<file path="src/demux_pkg.sv">
`default_nettype none

package demux_pkg;

    // Stream widths
    localparam int DATA_WIDTH    = 32;
    localparam int KEEP_WIDTH    = DATA_WIDTH / 8;
    localparam int TUSER_WIDTH   = 16;
    localparam int USER_ID_WIDTH = 8;

    // Ids at or above the port count are dropped
    localparam int NUM_PORTS     = 4;

    typedef logic [DATA_WIDTH-1:0]    data_t;
    typedef logic [KEEP_WIDTH-1:0]    keep_t;
    typedef logic [TUSER_WIDTH-1:0]   tuser_t;
    typedef logic [USER_ID_WIDTH-1:0] user_id_t;

    // One bit per master port
    typedef logic [NUM_PORTS-1:0]     lane_t;

    typedef enum logic [1:0] {
        IDLE,
        FORWARD,
        DISCARD
    } dispatch_state_e;

endpackage

`default_nettype wire

</file>
<file path="src/demux_dispatch.sv">
`timescale 1ns/1ps
`default_nettype none

module demux_dispatch (
    input  logic                axis_aclk,
    input  logic                axis_resetn,

    input  logic                beat_valid,
    input  logic                beat_first,
    input  logic                beat_tlast,
    input  demux_pkg::user_id_t beat_id,
    output logic                beat_ready,

    output demux_pkg::lane_t    lane_valid,
    input  demux_pkg::lane_t    lane_ready
);
    import demux_pkg::*;

    dispatch_state_e state;
    lane_t           lane_sel;
    lane_t           id_lane;
    lane_t           cur_lane;
    logic            id_drop;
    logic            xfer;

    assign id_drop = (beat_id >= user_id_t'(NUM_PORTS));
    assign id_lane = id_drop ? '0 : (lane_t'(1) << beat_id);

    always_comb begin
        cur_lane   = '0;
        beat_ready = 1'b0;
        case (state)
            IDLE: begin
                if (beat_first) begin
                    cur_lane   = id_lane;
                    beat_ready = id_drop || (|(id_lane & lane_ready));
                end else begin
                    // stray beat outside a packet is sunk
                    beat_ready = 1'b1;
                end
            end
            FORWARD: begin
                cur_lane   = lane_sel;
                beat_ready = |(lane_sel & lane_ready);
            end
            DISCARD: begin
                beat_ready = 1'b1;
            end
            default: begin
                beat_ready = 1'b1;
            end
        endcase
    end

    assign lane_valid = beat_valid ? cur_lane : '0;
    assign xfer       = beat_valid && beat_ready;

    always_ff @(posedge axis_aclk) begin
        if (axis_resetn) begin
            state    <= IDLE;
            lane_sel <= '0;
        end else if (xfer) begin
            case (state)
                IDLE: begin
                    lane_sel <= id_lane;
                    // Single-beat packets never leave IDLE
                    if (beat_first && !beat_tlast) begin
                        state <= id_drop ? DISCARD : FORWARD;
                    end
                end
                default: begin
                    if (beat_tlast) begin
                        state <= IDLE;
                    end
                end
            endcase
        end
    end

    a_lane_onehot: assert property (
        @(posedge axis_aclk) disable iff (axis_resetn)
        $onehot0(lane_valid)
    );

    // Ingress must mark the beat after a last beat as a packet start
    a_idle_first: assert property (
        @(posedge axis_aclk) disable iff (axis_resetn)
        beat_valid && state == IDLE |-> beat_first
    );

endmodule

`default_nettype wire

</file>
<file path="src/demux_egress.sv">
`timescale 1ns/1ps
`default_nettype none

module demux_egress (
    input  logic              axis_aclk,
    input  logic              axis_resetn,

    input  demux_pkg::data_t  in_tdata,
    input  demux_pkg::keep_t  in_tkeep,
    input  demux_pkg::tuser_t in_tuser,
    input  logic              in_tlast,
    input  logic              in_valid,
    output logic              in_ready,

    output demux_pkg::data_t  m_tdata,
    output demux_pkg::keep_t  m_tkeep,
    output demux_pkg::tuser_t m_tuser,
    output logic              m_tlast,
    output logic              m_tvalid,
    input  logic              m_tready
);

    logic load;

    assign in_ready = !m_tvalid || m_tready;
    assign load     = in_valid && in_ready;

    always_ff @(posedge axis_aclk) begin
        if (axis_resetn) begin
            m_tvalid <= 1'b0;
        end else if (load) begin
            m_tvalid <= 1'b1;
        end else if (m_tready) begin
            m_tvalid <= 1'b0;
        end
    end

    always_ff @(posedge axis_aclk) begin
        if (load) begin
            m_tdata <= in_tdata;
            m_tkeep <= in_tkeep;
            m_tuser <= in_tuser;
            m_tlast <= in_tlast;
        end
    end

    a_m_hold: assert property (
        @(posedge axis_aclk) disable iff (axis_resetn)
        m_tvalid && !m_tready |=> m_tvalid && $stable({m_tdata, m_tkeep, m_tuser, m_tlast})
    );

endmodule

`default_nettype wire

</file>
<file path="src/demux_ingress.sv">
`timescale 1ns/1ps
`default_nettype none

module demux_ingress (
    input  logic                axis_aclk,
    input  logic                axis_resetn,

    input  demux_pkg::data_t    s_axis_tdata,
    input  demux_pkg::keep_t    s_axis_tkeep,
    input  demux_pkg::tuser_t   s_axis_tuser,
    input  logic                s_axis_tlast,
    input  logic                s_axis_tvalid,
    output logic                s_axis_tready,
    input  demux_pkg::user_id_t user_id,

    output demux_pkg::data_t    beat_tdata,
    output demux_pkg::keep_t    beat_tkeep,
    output demux_pkg::tuser_t   beat_tuser,
    output logic                beat_tlast,
    output demux_pkg::user_id_t beat_id,
    output logic                beat_first,
    output logic                beat_valid,
    input  logic                beat_ready
);
    import demux_pkg::*;

    logic     run;
    logic     in_pkt;
    logic     accept;
    user_id_t held_id;

    // Slave is held off until the first cycle out of reset
    assign s_axis_tready = run && (!beat_valid || beat_ready);
    assign accept        = s_axis_tvalid && s_axis_tready;

    always_ff @(posedge axis_aclk) begin
        if (axis_resetn) begin
            run        <= 1'b0;
            in_pkt     <= 1'b0;
            beat_valid <= 1'b0;
        end else begin
            run <= 1'b1;
            if (accept) begin
                beat_valid <= 1'b1;
                in_pkt     <= !s_axis_tlast;
            end else if (beat_valid && beat_ready) begin
                beat_valid <= 1'b0;
            end
        end
    end

    always_ff @(posedge axis_aclk) begin
        if (accept) begin
            beat_tdata <= s_axis_tdata;
            beat_tkeep <= s_axis_tkeep;
            beat_tuser <= s_axis_tuser;
            beat_tlast <= s_axis_tlast;
            beat_first <= !in_pkt;
            // Id is only taken at a packet start
            if (!in_pkt) begin
                held_id <= user_id;
                beat_id <= user_id;
            end else begin
                beat_id <= held_id;
            end
        end
    end

    a_beat_hold: assert property (
        @(posedge axis_aclk) disable iff (axis_resetn)
        beat_valid && !beat_ready |=> beat_valid &&
            $stable({beat_tdata, beat_tkeep, beat_tuser, beat_tlast, beat_id, beat_first})
    );

endmodule

`default_nettype wire

</file>
<file path="src/demux_top.sv">
`timescale 1ns/1ps
`default_nettype none

module demux_top (
    input  logic                axis_aclk,
    input  logic                axis_resetn,

    input  demux_pkg::data_t    s_axis_tdata,
    input  demux_pkg::keep_t    s_axis_tkeep,
    input  demux_pkg::tuser_t   s_axis_tuser,
    input  logic                s_axis_tlast,
    input  logic                s_axis_tvalid,
    output logic                s_axis_tready,
    input  demux_pkg::user_id_t user_id,

    output demux_pkg::data_t    m_axis_0_tdata,
    output demux_pkg::keep_t    m_axis_0_tkeep,
    output demux_pkg::tuser_t   m_axis_0_tuser,
    output logic                m_axis_0_tlast,
    output logic                m_axis_0_tvalid,
    input  logic                m_axis_0_tready,

    output demux_pkg::data_t    m_axis_1_tdata,
    output demux_pkg::keep_t    m_axis_1_tkeep,
    output demux_pkg::tuser_t   m_axis_1_tuser,
    output logic                m_axis_1_tlast,
    output logic                m_axis_1_tvalid,
    input  logic                m_axis_1_tready,

    output demux_pkg::data_t    m_axis_2_tdata,
    output demux_pkg::keep_t    m_axis_2_tkeep,
    output demux_pkg::tuser_t   m_axis_2_tuser,
    output logic                m_axis_2_tlast,
    output logic                m_axis_2_tvalid,
    input  logic                m_axis_2_tready,

    output demux_pkg::data_t    m_axis_3_tdata,
    output demux_pkg::keep_t    m_axis_3_tkeep,
    output demux_pkg::tuser_t   m_axis_3_tuser,
    output logic                m_axis_3_tlast,
    output logic                m_axis_3_tvalid,
    input  logic                m_axis_3_tready
);
    import demux_pkg::*;

    data_t    beat_tdata;
    keep_t    beat_tkeep;
    tuser_t   beat_tuser;
    logic     beat_tlast;
    user_id_t beat_id;
    logic     beat_first;
    logic     beat_valid;
    logic     beat_ready;

    lane_t    lane_valid;
    lane_t    lane_ready;

    // Per-port outputs indexed by lane
    data_t    port_tdata [NUM_PORTS];
    keep_t    port_tkeep [NUM_PORTS];
    tuser_t   port_tuser [NUM_PORTS];
    lane_t    port_tlast;
    lane_t    port_tvalid;
    lane_t    port_tready;

    demux_ingress u_ingress (
        .axis_aclk     (axis_aclk),
        .axis_resetn   (axis_resetn),
        .s_axis_tdata  (s_axis_tdata),
        .s_axis_tkeep  (s_axis_tkeep),
        .s_axis_tuser  (s_axis_tuser),
        .s_axis_tlast  (s_axis_tlast),
        .s_axis_tvalid (s_axis_tvalid),
        .s_axis_tready (s_axis_tready),
        .user_id       (user_id),
        .beat_tdata    (beat_tdata),
        .beat_tkeep    (beat_tkeep),
        .beat_tuser    (beat_tuser),
        .beat_tlast    (beat_tlast),
        .beat_id       (beat_id),
        .beat_first    (beat_first),
        .beat_valid    (beat_valid),
        .beat_ready    (beat_ready)
    );

    demux_dispatch u_dispatch (
        .axis_aclk   (axis_aclk),
        .axis_resetn (axis_resetn),
        .beat_valid  (beat_valid),
        .beat_first  (beat_first),
        .beat_tlast  (beat_tlast),
        .beat_id     (beat_id),
        .beat_ready  (beat_ready),
        .lane_valid  (lane_valid),
        .lane_ready  (lane_ready)
    );

    for (genvar i = 0; i < NUM_PORTS; i++) begin : g_port
        demux_egress u_egress (
            .axis_aclk   (axis_aclk),
            .axis_resetn (axis_resetn),
            .in_tdata    (beat_tdata),
            .in_tkeep    (beat_tkeep),
            .in_tuser    (beat_tuser),
            .in_tlast    (beat_tlast),
            .in_valid    (lane_valid[i]),
            .in_ready    (lane_ready[i]),
            .m_tdata     (port_tdata[i]),
            .m_tkeep     (port_tkeep[i]),
            .m_tuser     (port_tuser[i]),
            .m_tlast     (port_tlast[i]),
            .m_tvalid    (port_tvalid[i]),
            .m_tready    (port_tready[i])
        );
    end

    assign port_tready = {m_axis_3_tready, m_axis_2_tready, m_axis_1_tready, m_axis_0_tready};

    assign m_axis_0_tdata  = port_tdata[0];
    assign m_axis_0_tkeep  = port_tkeep[0];
    assign m_axis_0_tuser  = port_tuser[0];
    assign m_axis_0_tlast  = port_tlast[0];
    assign m_axis_0_tvalid = port_tvalid[0];

    assign m_axis_1_tdata  = port_tdata[1];
    assign m_axis_1_tkeep  = port_tkeep[1];
    assign m_axis_1_tuser  = port_tuser[1];
    assign m_axis_1_tlast  = port_tlast[1];
    assign m_axis_1_tvalid = port_tvalid[1];

    assign m_axis_2_tdata  = port_tdata[2];
    assign m_axis_2_tkeep  = port_tkeep[2];
    assign m_axis_2_tuser  = port_tuser[2];
    assign m_axis_2_tlast  = port_tlast[2];
    assign m_axis_2_tvalid = port_tvalid[2];

    assign m_axis_3_tdata  = port_tdata[3];
    assign m_axis_3_tkeep  = port_tkeep[3];
    assign m_axis_3_tuser  = port_tuser[3];
    assign m_axis_3_tlast  = port_tlast[3];
    assign m_axis_3_tvalid = port_tvalid[3];

endmodule

`default_nettype wire

</file>
<file path="config.mk">
export PLATFORM = sky130hd
export DESIGN_NAME = demux_top
export DESIGN_NICKNAME = d
export VERILOG_FILES = /design/src/demux_pkg.sv /design/src/demux_dispatch.sv /design/src/demux_egress.sv /design/src/demux_ingress.sv /design/src/demux_top.sv
export SDC_FILE = /design/constraint.sdc
export NUM_CORES = 1
export LEC_CHECK = 0
export ABC_AREA = 0
export BUFFER_PORTS_ARGS = -buffer_cell sky130_fd_sc_hd__buf_2
export CAP_MARGIN = 20
export CORE_MARGIN = 2
export CORE_UTILIZATION = 54
export DETAILED_ROUTE_END_ITERATION = 7
export PLACE_DENSITY = 0.9
export SYNTH_ARGS = -nofsm -noshare
export SYNTH_HDL_FRONTEND = slang
export SYNTH_HIERARCHICAL = 1
export SYNTH_SLANG_ARGS = --single-unit
</file>
<file path="constraint.sdc">
create_clock -name axis_aclk -period 3.52 [get_ports axis_aclk]
set_input_delay 0.176 -clock axis_aclk [delete_from_list [all_inputs] [get_ports axis_aclk]]
set_output_delay 0.176 -clock axis_aclk [all_outputs]
set_load 0.01 [all_outputs]
</file>
==> results of run 1 <==
[registers in the layout, summed over array words and instances, names as in the netlist]
signal,flops
g_port.u_egress/m_tdata,128
g_port.u_egress/m_tuser,64
u_ingress/beat_tdata,32
g_port.u_egress/m_tkeep,16
u_ingress/beat_tuser,16
u_ingress/held_id,8
g_port.u_egress/m_tlast,4
g_port.u_egress/m_tvalid,4
u_dispatch/lane_sel,4
u_ingress/beat_tkeep,4
u_dispatch/state,2
u_ingress/beat_first,1
u_ingress/beat_tlast,1
u_ingress/beat_valid,1
u_ingress/in_pkt,1
u_ingress/run,1
[layout make-up]
cell class              instances  area, um2
fillers                       894       4130
inverters                       9       33.8
repair buffers                352       2100
clock buffers                  30        687
clock inverters                19        230
multi-input cells              67        519
well taps                     220        275
flip-flops and latches        287       8490
[where the power goes]
part | switching [mW] | internal, mW | leakage [nW]
Combinational | 0.0581 | 0.0854 | 1.58
Sequential | 0.0307 | 3.77 | 2.59
Clock | 1.17 | 1.78 | 0.441
[layout by cell type (no fill, tap or decap), drive strengths merged, types with 8 or more instances in the layout]
| cell | instances |
|---|---|
| clkinv | 11 |
| nor2 | 8 |
| dfxtp | 13 |
| clkbuf | 30 |
| edfxtp | 274 |
| dlygate4sd3 | 67 |
| buf | 285 |
| a21oi | 8 |
| nand2b | 8 |
| inv | 9 |
[worst max-delay path by stage]
| stage | startpoint | end | slack [ns] | cells after the start |
|---|---|---|---|---|
| 6_report | u_ingress/held_id[0]$_DFFE_PP_ | u_ingress/beat_tdata[20]$_DFFE_PP_ | 0.72 | 7 |
| 5_1_grt | u_ingress/held_id[0]$_DFFE_PP_ | u_ingress/beat_tuser[2]$_DFFE_PP_ | 0.58 | 7 |
| 4_1_cts | u_ingress/held_id[0]$_DFFE_PP_ | u_ingress/beat_tuser[2]$_DFFE_PP_ | 0.75 | 7 |
| 3_5_place_dp | u_ingress/held_id[0]$_DFFE_PP_ | u_ingress/beat_tdata[3]$_DFFE_PP_ | 0.78 | 7 |
| 3_3_place_gp | u_ingress/held_id[0]$_DFFE_PP_ | u_ingress/beat_tdata[17]$_DFFE_PP_ | 0.89 | 7 |
| 2_1_floorplan | u_ingress/held_id[5]$_DFFE_PP_ | g_port[1].u_egress/m_tdata[0]$_DFFE_PP_ | 1.15 | 6 |
[through the flow]
step	area [um2]	cells	setup slack (ns)	hold WS, ns	util (%)
after CTS	12300	984	0.755	0.352	74.9
final	12300	984	0.718	0.375	74.9
after floorplan	9060	367	1.15	0.233	-
after global placement	10700	868	0.892	0.354	65.3
after detailed placement	10700	868	0.784	0.354	65.3
after global routing	12300	984	0.577	0.362	74.9
[logic make-up after synthesis]
kind of cell / synth area share, %
simple gates: 3.53
mux: 0.248
buf+inv: 0.621
compound gates: 1.95
flops: 93.6
[worst reg2reg max path, stage by stage (launching register included)]
cell and delay, ns:
sky130_fd_sc_hd__edfxtp_1 0.46, sky130_fd_sc_hd__mux4_2 0.58, sky130_fd_sc_hd__nor4_1 0.41, sky130_fd_sc_hd__nor2_1 0.09, sky130_fd_sc_hd__nand2b_4 0.17, sky130_fd_sc_hd__nand3_2 0.11
sky130_fd_sc_hd__inv_2 0.26, sky130_fd_sc_hd__buf_4 0.39
[layer usage]
metal	GRT usage, %	share of wire [%]	vias to the layer above
li1	-	-	2210
met1	26.7	36	2481
met2	41.0	55	291
met3	3.61	7.1	35
met4	5.26	2.0	0
met5	0	0	-
==> parameters.txt, run 1 <==
Parameter                              Value

Floorplan
  Die outline area    roughly 18000 um2
  Initial cell density of the core    55.0%
  Count of standard-cell rows    47
  Total core area    16500 um2
  Vert. Die Dim    between 100 and 150 um
  Count of boundary I/O pins    approximately 290
  Chip width    ~130 um

Logic synthesis
  Syn_area_per_cell    24.7 um2
  Number of flops mapped to enable cells by yosys    roughly 270
  Number of instances in the synthesized netlist    367
  Commonest cells in the synthesized netlist    274 x sky130_fd_sc_hd__edfxtp_1, 13 x sky130_fd_sc_hd__dfxtp_1, 8 x sky130_fd_sc_hd__inv_1, 8 x sky130_fd_sc_hd__nor2_1, 7 x sky130_fd_sc_hd__nand2_1
  Fraction of synthesis flops using an asynchronous set or reset pin    0%
  Distinct cells, synth    37
  Area leader, netlist    sky130_fd_sc_hd__edfxtp_1
  Synth top area share    between 90% and 100%
  Sequential element share of the synthesized area    a little over nine tenths
  Yosys reg bits    approximately 290
  Summed instance area of the synthesized netlist    between 9000 and 10000 um2
  Most common cell in the synthesized netlist    sky130_fd_sc_hd__edfxtp_1
  Synthesized net count    435
  Top post-synthesis cells by area    sky130_fd_sc_hd__edfxtp_1 91%, sky130_fd_sc_hd__dfxtp_1 2.9%, sky130_fd_sc_hd__nand2b_4 0.76%
  Number of synthesis warnings    6
  Most used DFF post-synth    sky130_fd_sc_hd__edfxtp_1

Setup path
  Start-to-end type of the worst setup path    flop to flop
  CP startpoint kind    flop
  Worst EP required    3.72 ns
  Worst-path cell with the longest stage delay    sky130_fd_sc_hd__mux4_2
  Crit path DAT    3.00 ns
  Chain of cells forming the critical path    mux4_2, nor4_1, nor2_1, nand2b_4, nand3_2, inv_2, buf_4
  Crit path buf inv count    2
  Flop-to-flop setup slack    0.72 ns
  Delay contributed by the slowest stage of the critical path    around 0.58 ns
  Cell count of the worst reg-to-reg path    7
  Reg-to-reg startpoint    u_ingress/held_id[0]$_DFFE_PP_
  Family with the most delay on the worst path    simple AND/OR/NAND/NOR gates
  Maximum fanout along the worst path    29
  Nature of the critical path endpoint    flop
  Endpoint of the lowest-slack register-to-register path    u_ingress/beat_tdata[20]$_DFFE_PP_

Timing
  Setup repair after global routing missed its margin    false
  Number of max-slew violations in the final report    0
  Share of the clock period used by the worst path    79.6%
  Final setup violation count    0
  Total negative slack    0 ns
  Shortest clock period the worst path allows after layout    between 2 and 3 ns
  Least-Margin Pin Slew    0.856 ns
  Worst-case headroom to the max-slew limit    roughly 43%
  Layout Skew    0.0182 ns
  Number of hold-slack violations in the final timing report    0
  Achievable frequency    approximately 360 MHz

CTS
  Clock tree from TritonCTS    yes
  Clock transition at the register clock pins on the worst setup and hold paths after CTS    ~0.06 ns
  # hold bufs at CTS    67
  Clock root cell    sky130_fd_sc_hd__clkbuf_16
  Clock sinks    between 200 and 300
  Number of buffers inserted during clock tree synthesis    27
  Setup repair bufs after CTS    0
  Number of gates given a new drive strength after cts    0
  Clk buf depth    3
  Max H-tree Level    1
  Worst-skew pair later-pin latency    0.51 ns

Min path
  Hold path depth    2
  Worst Hold Endpoint    u_ingress/held_id[3]$_DFFE_PP_
  Launch instance of the worst min-delay path    user_id[3]
  Type of the most critical hold path    input pin to flop

Power
  Total chip power    about 6.9 mW
  Power per Cell Area    about 560 nW/um2
  Worst IR Drop VDD    around 0.00046 V
  Pleak    about 4.6 nW

Place
  Gpl congestion    roughly 0.8
  Number of buffer cells added on primary ports    284
  DPL Wire Length    11900 um

Route
  Number of DRC markers after the initial detailed-route iteration    392
  Routed wire length per instance    around 20 um
  ANT nets after route    0
  Remaining design rule violation count    0
  Total wire length after detailed routing    20100 um
  Detailed Routing Iterations Pass 1    5
  Routed vias/inst    between 5 and 6
  Detailed-route via count    5017

Global routing
  Global-route total usage across every layer    a little over a fifth
  Initial antenna violation count    0
  Residual overflow from global routing    0
  Number of global-route vias before repair    around 5000
  Maximum number of pins on one net before global-route repair    54
  First-pass GRT wire length    29300 um

Flow run
  Number of maximum-capacitance constraint violations    0

Status
  Status    completed

Final layout
  Area growth syn-to-layout    36.1%
  Final layout net count    812
  Antenna diode count    0
  Fraction of layout cells with a size suffix above 1    45.5%
No activity file was read; power rests on OpenSTA's default activity.
==> run 2: changes to the inputs <==
CORE_UTILIZATION = 45   (was 54)
PLACE_DENSITY = 0.81   (was 0.9)
clock period = 2.4 ns   (was 3.52 ns; I/O delays follow)
==> run 2 against run 1 <==
  * Via count decreased by 1.8%
  * Largest power group unchanged
  * Worst setup slack lost 0.65 ns
  * Highest routed layer unchanged
  * Non-clock buffer count is 25 higher
  * Largest cell class unchanged
  * Register-to-register slack worse by 0.63 ns
  * Power increased by 46%
  * Wire length shrank 2.5%
  * Sequential share of layout area is 2.2 points lower
  * Sequential power is 46% higher
  * Count of clock-buffer cells in the layout rose by 1
==> parameters.txt, run 2 (synthesis results as in run 1) <==
Parameter                              Value

Status
  Status    completed (unchanged)

Setup path
  Crit path buf inv count    1 (was 2)
  CP startpoint kind    flop (unchanged)
  Cell count of the worst reg-to-reg path    7 (unchanged)
  Delay contributed by the slowest stage of the critical path    0.51 ns (was 0.58 ns)
  Worst-path cell with the longest stage delay    sky130_fd_sc_hd__mux4_2 (unchanged)
  Reg-to-reg startpoint    u_ingress/held_id[7]$_DFFE_PP_ (was u_ingress/held_id[0]$_DFFE_PP_)
  Launch point of the critical path    g_port[2].u_egress/m_tvalid$_SDFFE_PP0P_ (was u_ingress/held_id[0]$_DFFE_PP_)
  Flop-to-flop setup slack    0.09 ns (was 0.72 ns)
  Endpoint of the lowest-slack register-to-register path    g_port[3].u_egress/m_tdata[28]$_DFFE_PP_ (was u_ingress/beat_tdata[20]$_DFFE_PP_)
  Crit path DAT    2.21 ns (was 3.00 ns)
  Maximum fanout along the worst path    4 (was 29)
  Nature of the critical path endpoint    output pin (was flop)
  Family with the most delay on the worst path    simple AND/OR/NAND/NOR gates (unchanged)
  Worst EP required    2.28 ns (was 3.72 ns)
  Most Frequent Cell on Critical Path    sky130_fd_sc_hd__nand2b_4
  Start-to-end type of the worst setup path    flop to output pin (was flop to flop)
  Chain of cells forming the critical path    nand2b_4, mux4_2, nor4_4, nor2_1, nand2b_4, and2_4, buf_6 (was mux4_2, nor4_1, nor2_1, nand2b_4, nand3_2, inv_2, buf_4)

Floorplan
  Chip width    146 um (was 134 um)
  Vert. Die Dim    146 um (was 134 um)
  Die outline area    21300 um2 (was 17800 um2)
  Total core area    19600 um2 (was 16500 um2)
  Count of standard-cell rows    51 (was 47)
  Count of boundary I/O pins    285 (unchanged)
  Initial cell density of the core    46.3% (was 55.0%)

Final layout
  Most common library cell in the layout ignoring fill and taps    sky130_fd_sc_hd__buf_2 (unchanged)
  Total area of multi-input combinational cells    546 um2 (was 519 um2)
  Antenna diode count    0 (unchanged)
  Biggest register    g_port.u_egress/m_tdata (unchanged)
  Number of flip-flops in the largest register    128 (unchanged)
  Registers with the highest flip-flop counts    g_port.u_egress/m_tdata (128), g_port.u_egress/m_tuser (64), u_ingress/beat_tdata (32) (unchanged)
  Area occupied by registers    8490 um2 (about the same)
  Layout filler cell count    1288 (was 894)
  Area growth syn-to-layout    40.7% (was 36.1%)
  Fraction of the core area covered by cells at the end of the flow    65.1% (was 74.9%)
  Commonest non-fill, non-tap cells in the layout    283 x sky130_fd_sc_hd__buf_2, 274 x sky130_fd_sc_hd__edfxtp_1, 67 x sky130_fd_sc_hd__dlygate4sd3_1, 28 x sky130_fd_sc_hd__clkbuf_16, 16 x sky130_fd_sc_hd__buf_4 (was 284 x sky130_fd_sc_hd__buf_2, 274 x sky130_fd_sc_hd__edfxtp_1, 67 x sky130_fd_sc_hd__dlygate4sd3_1, 27 x sky130_fd_sc_hd__clkbuf_16, 13 x sky130_fd_sc_hd__dfxtp_1)
  Final layout net count    837 (was 812)
  Fraction of layout cells with a size suffix above 1    48.8% (was 45.5%)

CTS
  Worst-skew pair later-pin latency    0.50 ns (was 0.51 ns)
  Clock tree from TritonCTS    yes (unchanged)
  Number of buffers inserted during clock tree synthesis    27 (unchanged)
  Clock transition at the register clock pins on the worst setup and hold paths after CTS    0.07 ns (was 0.06 ns)
  Clock root cell    sky130_fd_sc_hd__clkbuf_16 (unchanged)
  Max H-tree Level    1 (unchanged)
  Clk buf depth    3 (unchanged)
  Clock sinks    287 (unchanged)

Power
  Worst IR Drop VDD    0.000615 V (was 0.000458 V)
  Power per Cell Area    789 nW/um2 (was 558 nW/um2)
  Pleak    4.78 nW (was 4.61 nW)

Min path
  Type of the most critical hold path    input pin to flop (unchanged)
  Hold path depth    2 (unchanged)
  Launch instance of the worst min-delay path    s_axis_tuser[6] (was user_id[3])
  Worst Hold Endpoint    u_ingress/beat_tuser[6]$_DFFE_PP_ (was u_ingress/held_id[3]$_DFFE_PP_)

Route
  Remaining design rule violation count    0 (unchanged)
  Detailed Routing Iterations Pass 1    4 (was 5)
  Detailed-route via count    4926 (was 5017)
  Number of DRC markers after the initial detailed-route iteration    260 (was 392)
  Routed vias/inst    4.67 (was 5.10)
  ANT nets after route    0 (unchanged)
  Routed wire length per instance    18.6 um (was 20.4 um)
  Total wire length after detailed routing    19600 um (was 20100 um)

Timing
  Shortest clock period the worst path allows after layout    around 2.3 ns
  Least-Margin Pin Slew    0.614 ns (was 0.856 ns)
  Number of max-slew violations in the final report    0 (unchanged)
  Layout Skew    0.00668 ns (was 0.0182 ns)
  Share of the clock period used by the worst path    between 90% and 100%
  Post-Route Hold Slack    0.320 ns (was 0.375 ns)
  Setup repair after global routing missed its margin    true (was false)
  Number of hold-slack violations in the final timing report    0 (unchanged)
  Final setup violation count    0 (unchanged)
  Achievable frequency    ~430 MHz
  Worst-case headroom to the max-slew limit    58.9% (was 43.0%)

Global routing
  Number of global-route vias before repair    4844 (was 5001)
  Layer with the highest usage after global routing    met2 (unchanged)
  Residual overflow from global routing    0 (unchanged)
  Initial antenna violation count    0 (unchanged)
  Routing usage on met3    3.32% (was 3.61%)
  Global-route total usage across every layer    17.3% (was 21.9%)
  First-pass GRT wire length    28200 um (was 29300 um)
  Maximum number of pins on one net before global-route repair    56 (was 54)
  Global routing met1 resource utilization    21.4% (was 26.7%)
  Met2 routing resource usage after global routing    31.3% (was 41.0%)

Place
  Gpl congestion    0.882 (was 0.823)
  Number of buffer cells added on primary ports    284 (unchanged)
  DPL Wire Length    12100 um (was 11900 um)

Flow run
  Number of maximum-capacitance constraint violations    0 (unchanged)
==> run 2: routing by layer <==
metal	vias up	routed length [um]	share of wire (%)
li1	2262	-	-
met3	39	1250	6.4
met5	-	0	0
met4	0	442	2.3
met2	242	10300	53
met1	2383	7570	39
==> run 2: worst reg2reg max path, stage by stage, from the launching register on <==
cell	delay (ns)
sky130_fd_sc_hd__edfxtp_1	0.37
sky130_fd_sc_hd__or4_4	0.59
sky130_fd_sc_hd__buf_4	0.18
sky130_fd_sc_hd__nor2_2	0.12
sky130_fd_sc_hd__a32oi_1	0.11
sky130_fd_sc_hd__nor2_1	0.17
sky130_fd_sc_hd__and2_4	0.23
sky130_fd_sc_hd__buf_12	0.20
==> run 2: per-stage QoR <==
step	TNS (ns)	worst slack, ns	cells	cell area (um2)	total power [mW]
3_3_place_gp	0	0.139	923	11000	5.79
2_1_floorplan	0	0.0319	367	9060	5.70
3_5_place_dp	0	0.0792	923	11000	5.79
5_1_grt	-0.0247	-0.0247	1054	12800	10.3
4_1_cts	0	0.0272	1041	12600	10.1
6_report	0	0.0693	1054	12800	10.1
==> run 2: where the power goes <==
group,switching [mW],total (mW),internal [mW]
sequential,0.0411,5.56,5.52
combinational,0.0856,0.218,0.132
clock,1.71,4.28,2.57
total,1.84,10.1,8.23
==> run 2: what timing repair did <==
| item | in CTS | in global routing |
|---|---|---|
| gates cloned | 0 | 1 |
| setup buffers | 2 | 12 |
| hold buffers | 67 | 0 |
| endpoints found under the setup margin | 1 | 76 |
| endpoints found under the hold margin | 71 | 0 |
| pin swaps | 2 | 4 |
| gates resized for setup | 7 | 4 |
==> run 2: cell type report <==
| cell class | instances | area share [%] |
|---|---|---|
| Clock inverter | 18 | 1.69 |
| Clock buffer | 31 | 5.57 |
| Tap cell | 265 | 2.60 |
| Inverter | 9 | 0.265 |
| Timing Repair Buffer | 377 | 19.0 |
| Multi-Input combinational cell | 67 | 4.28 |
| Sequential cell | 287 | 66.6 |
==> run 2: how the worst max path moves through the flow <==
stage | end | slack [ns] | cells after the start
global placement | g_port[0].u_egress/m_tuser[5]$_DFFE_PP_ | 0.14 | 6
CTS | s_axis_tready | 0.03 | 6
global route | s_axis_tready | -0.02 | 7
detailed placement | g_port[1].u_egress/m_tuser[5]$_DFFE_PP_ | 0.08 | 6
finish | s_axis_tready | 0.07 | 7
floorplan | g_port[1].u_egress/m_tdata[0]$_DFFE_PP_ | 0.03 | 6
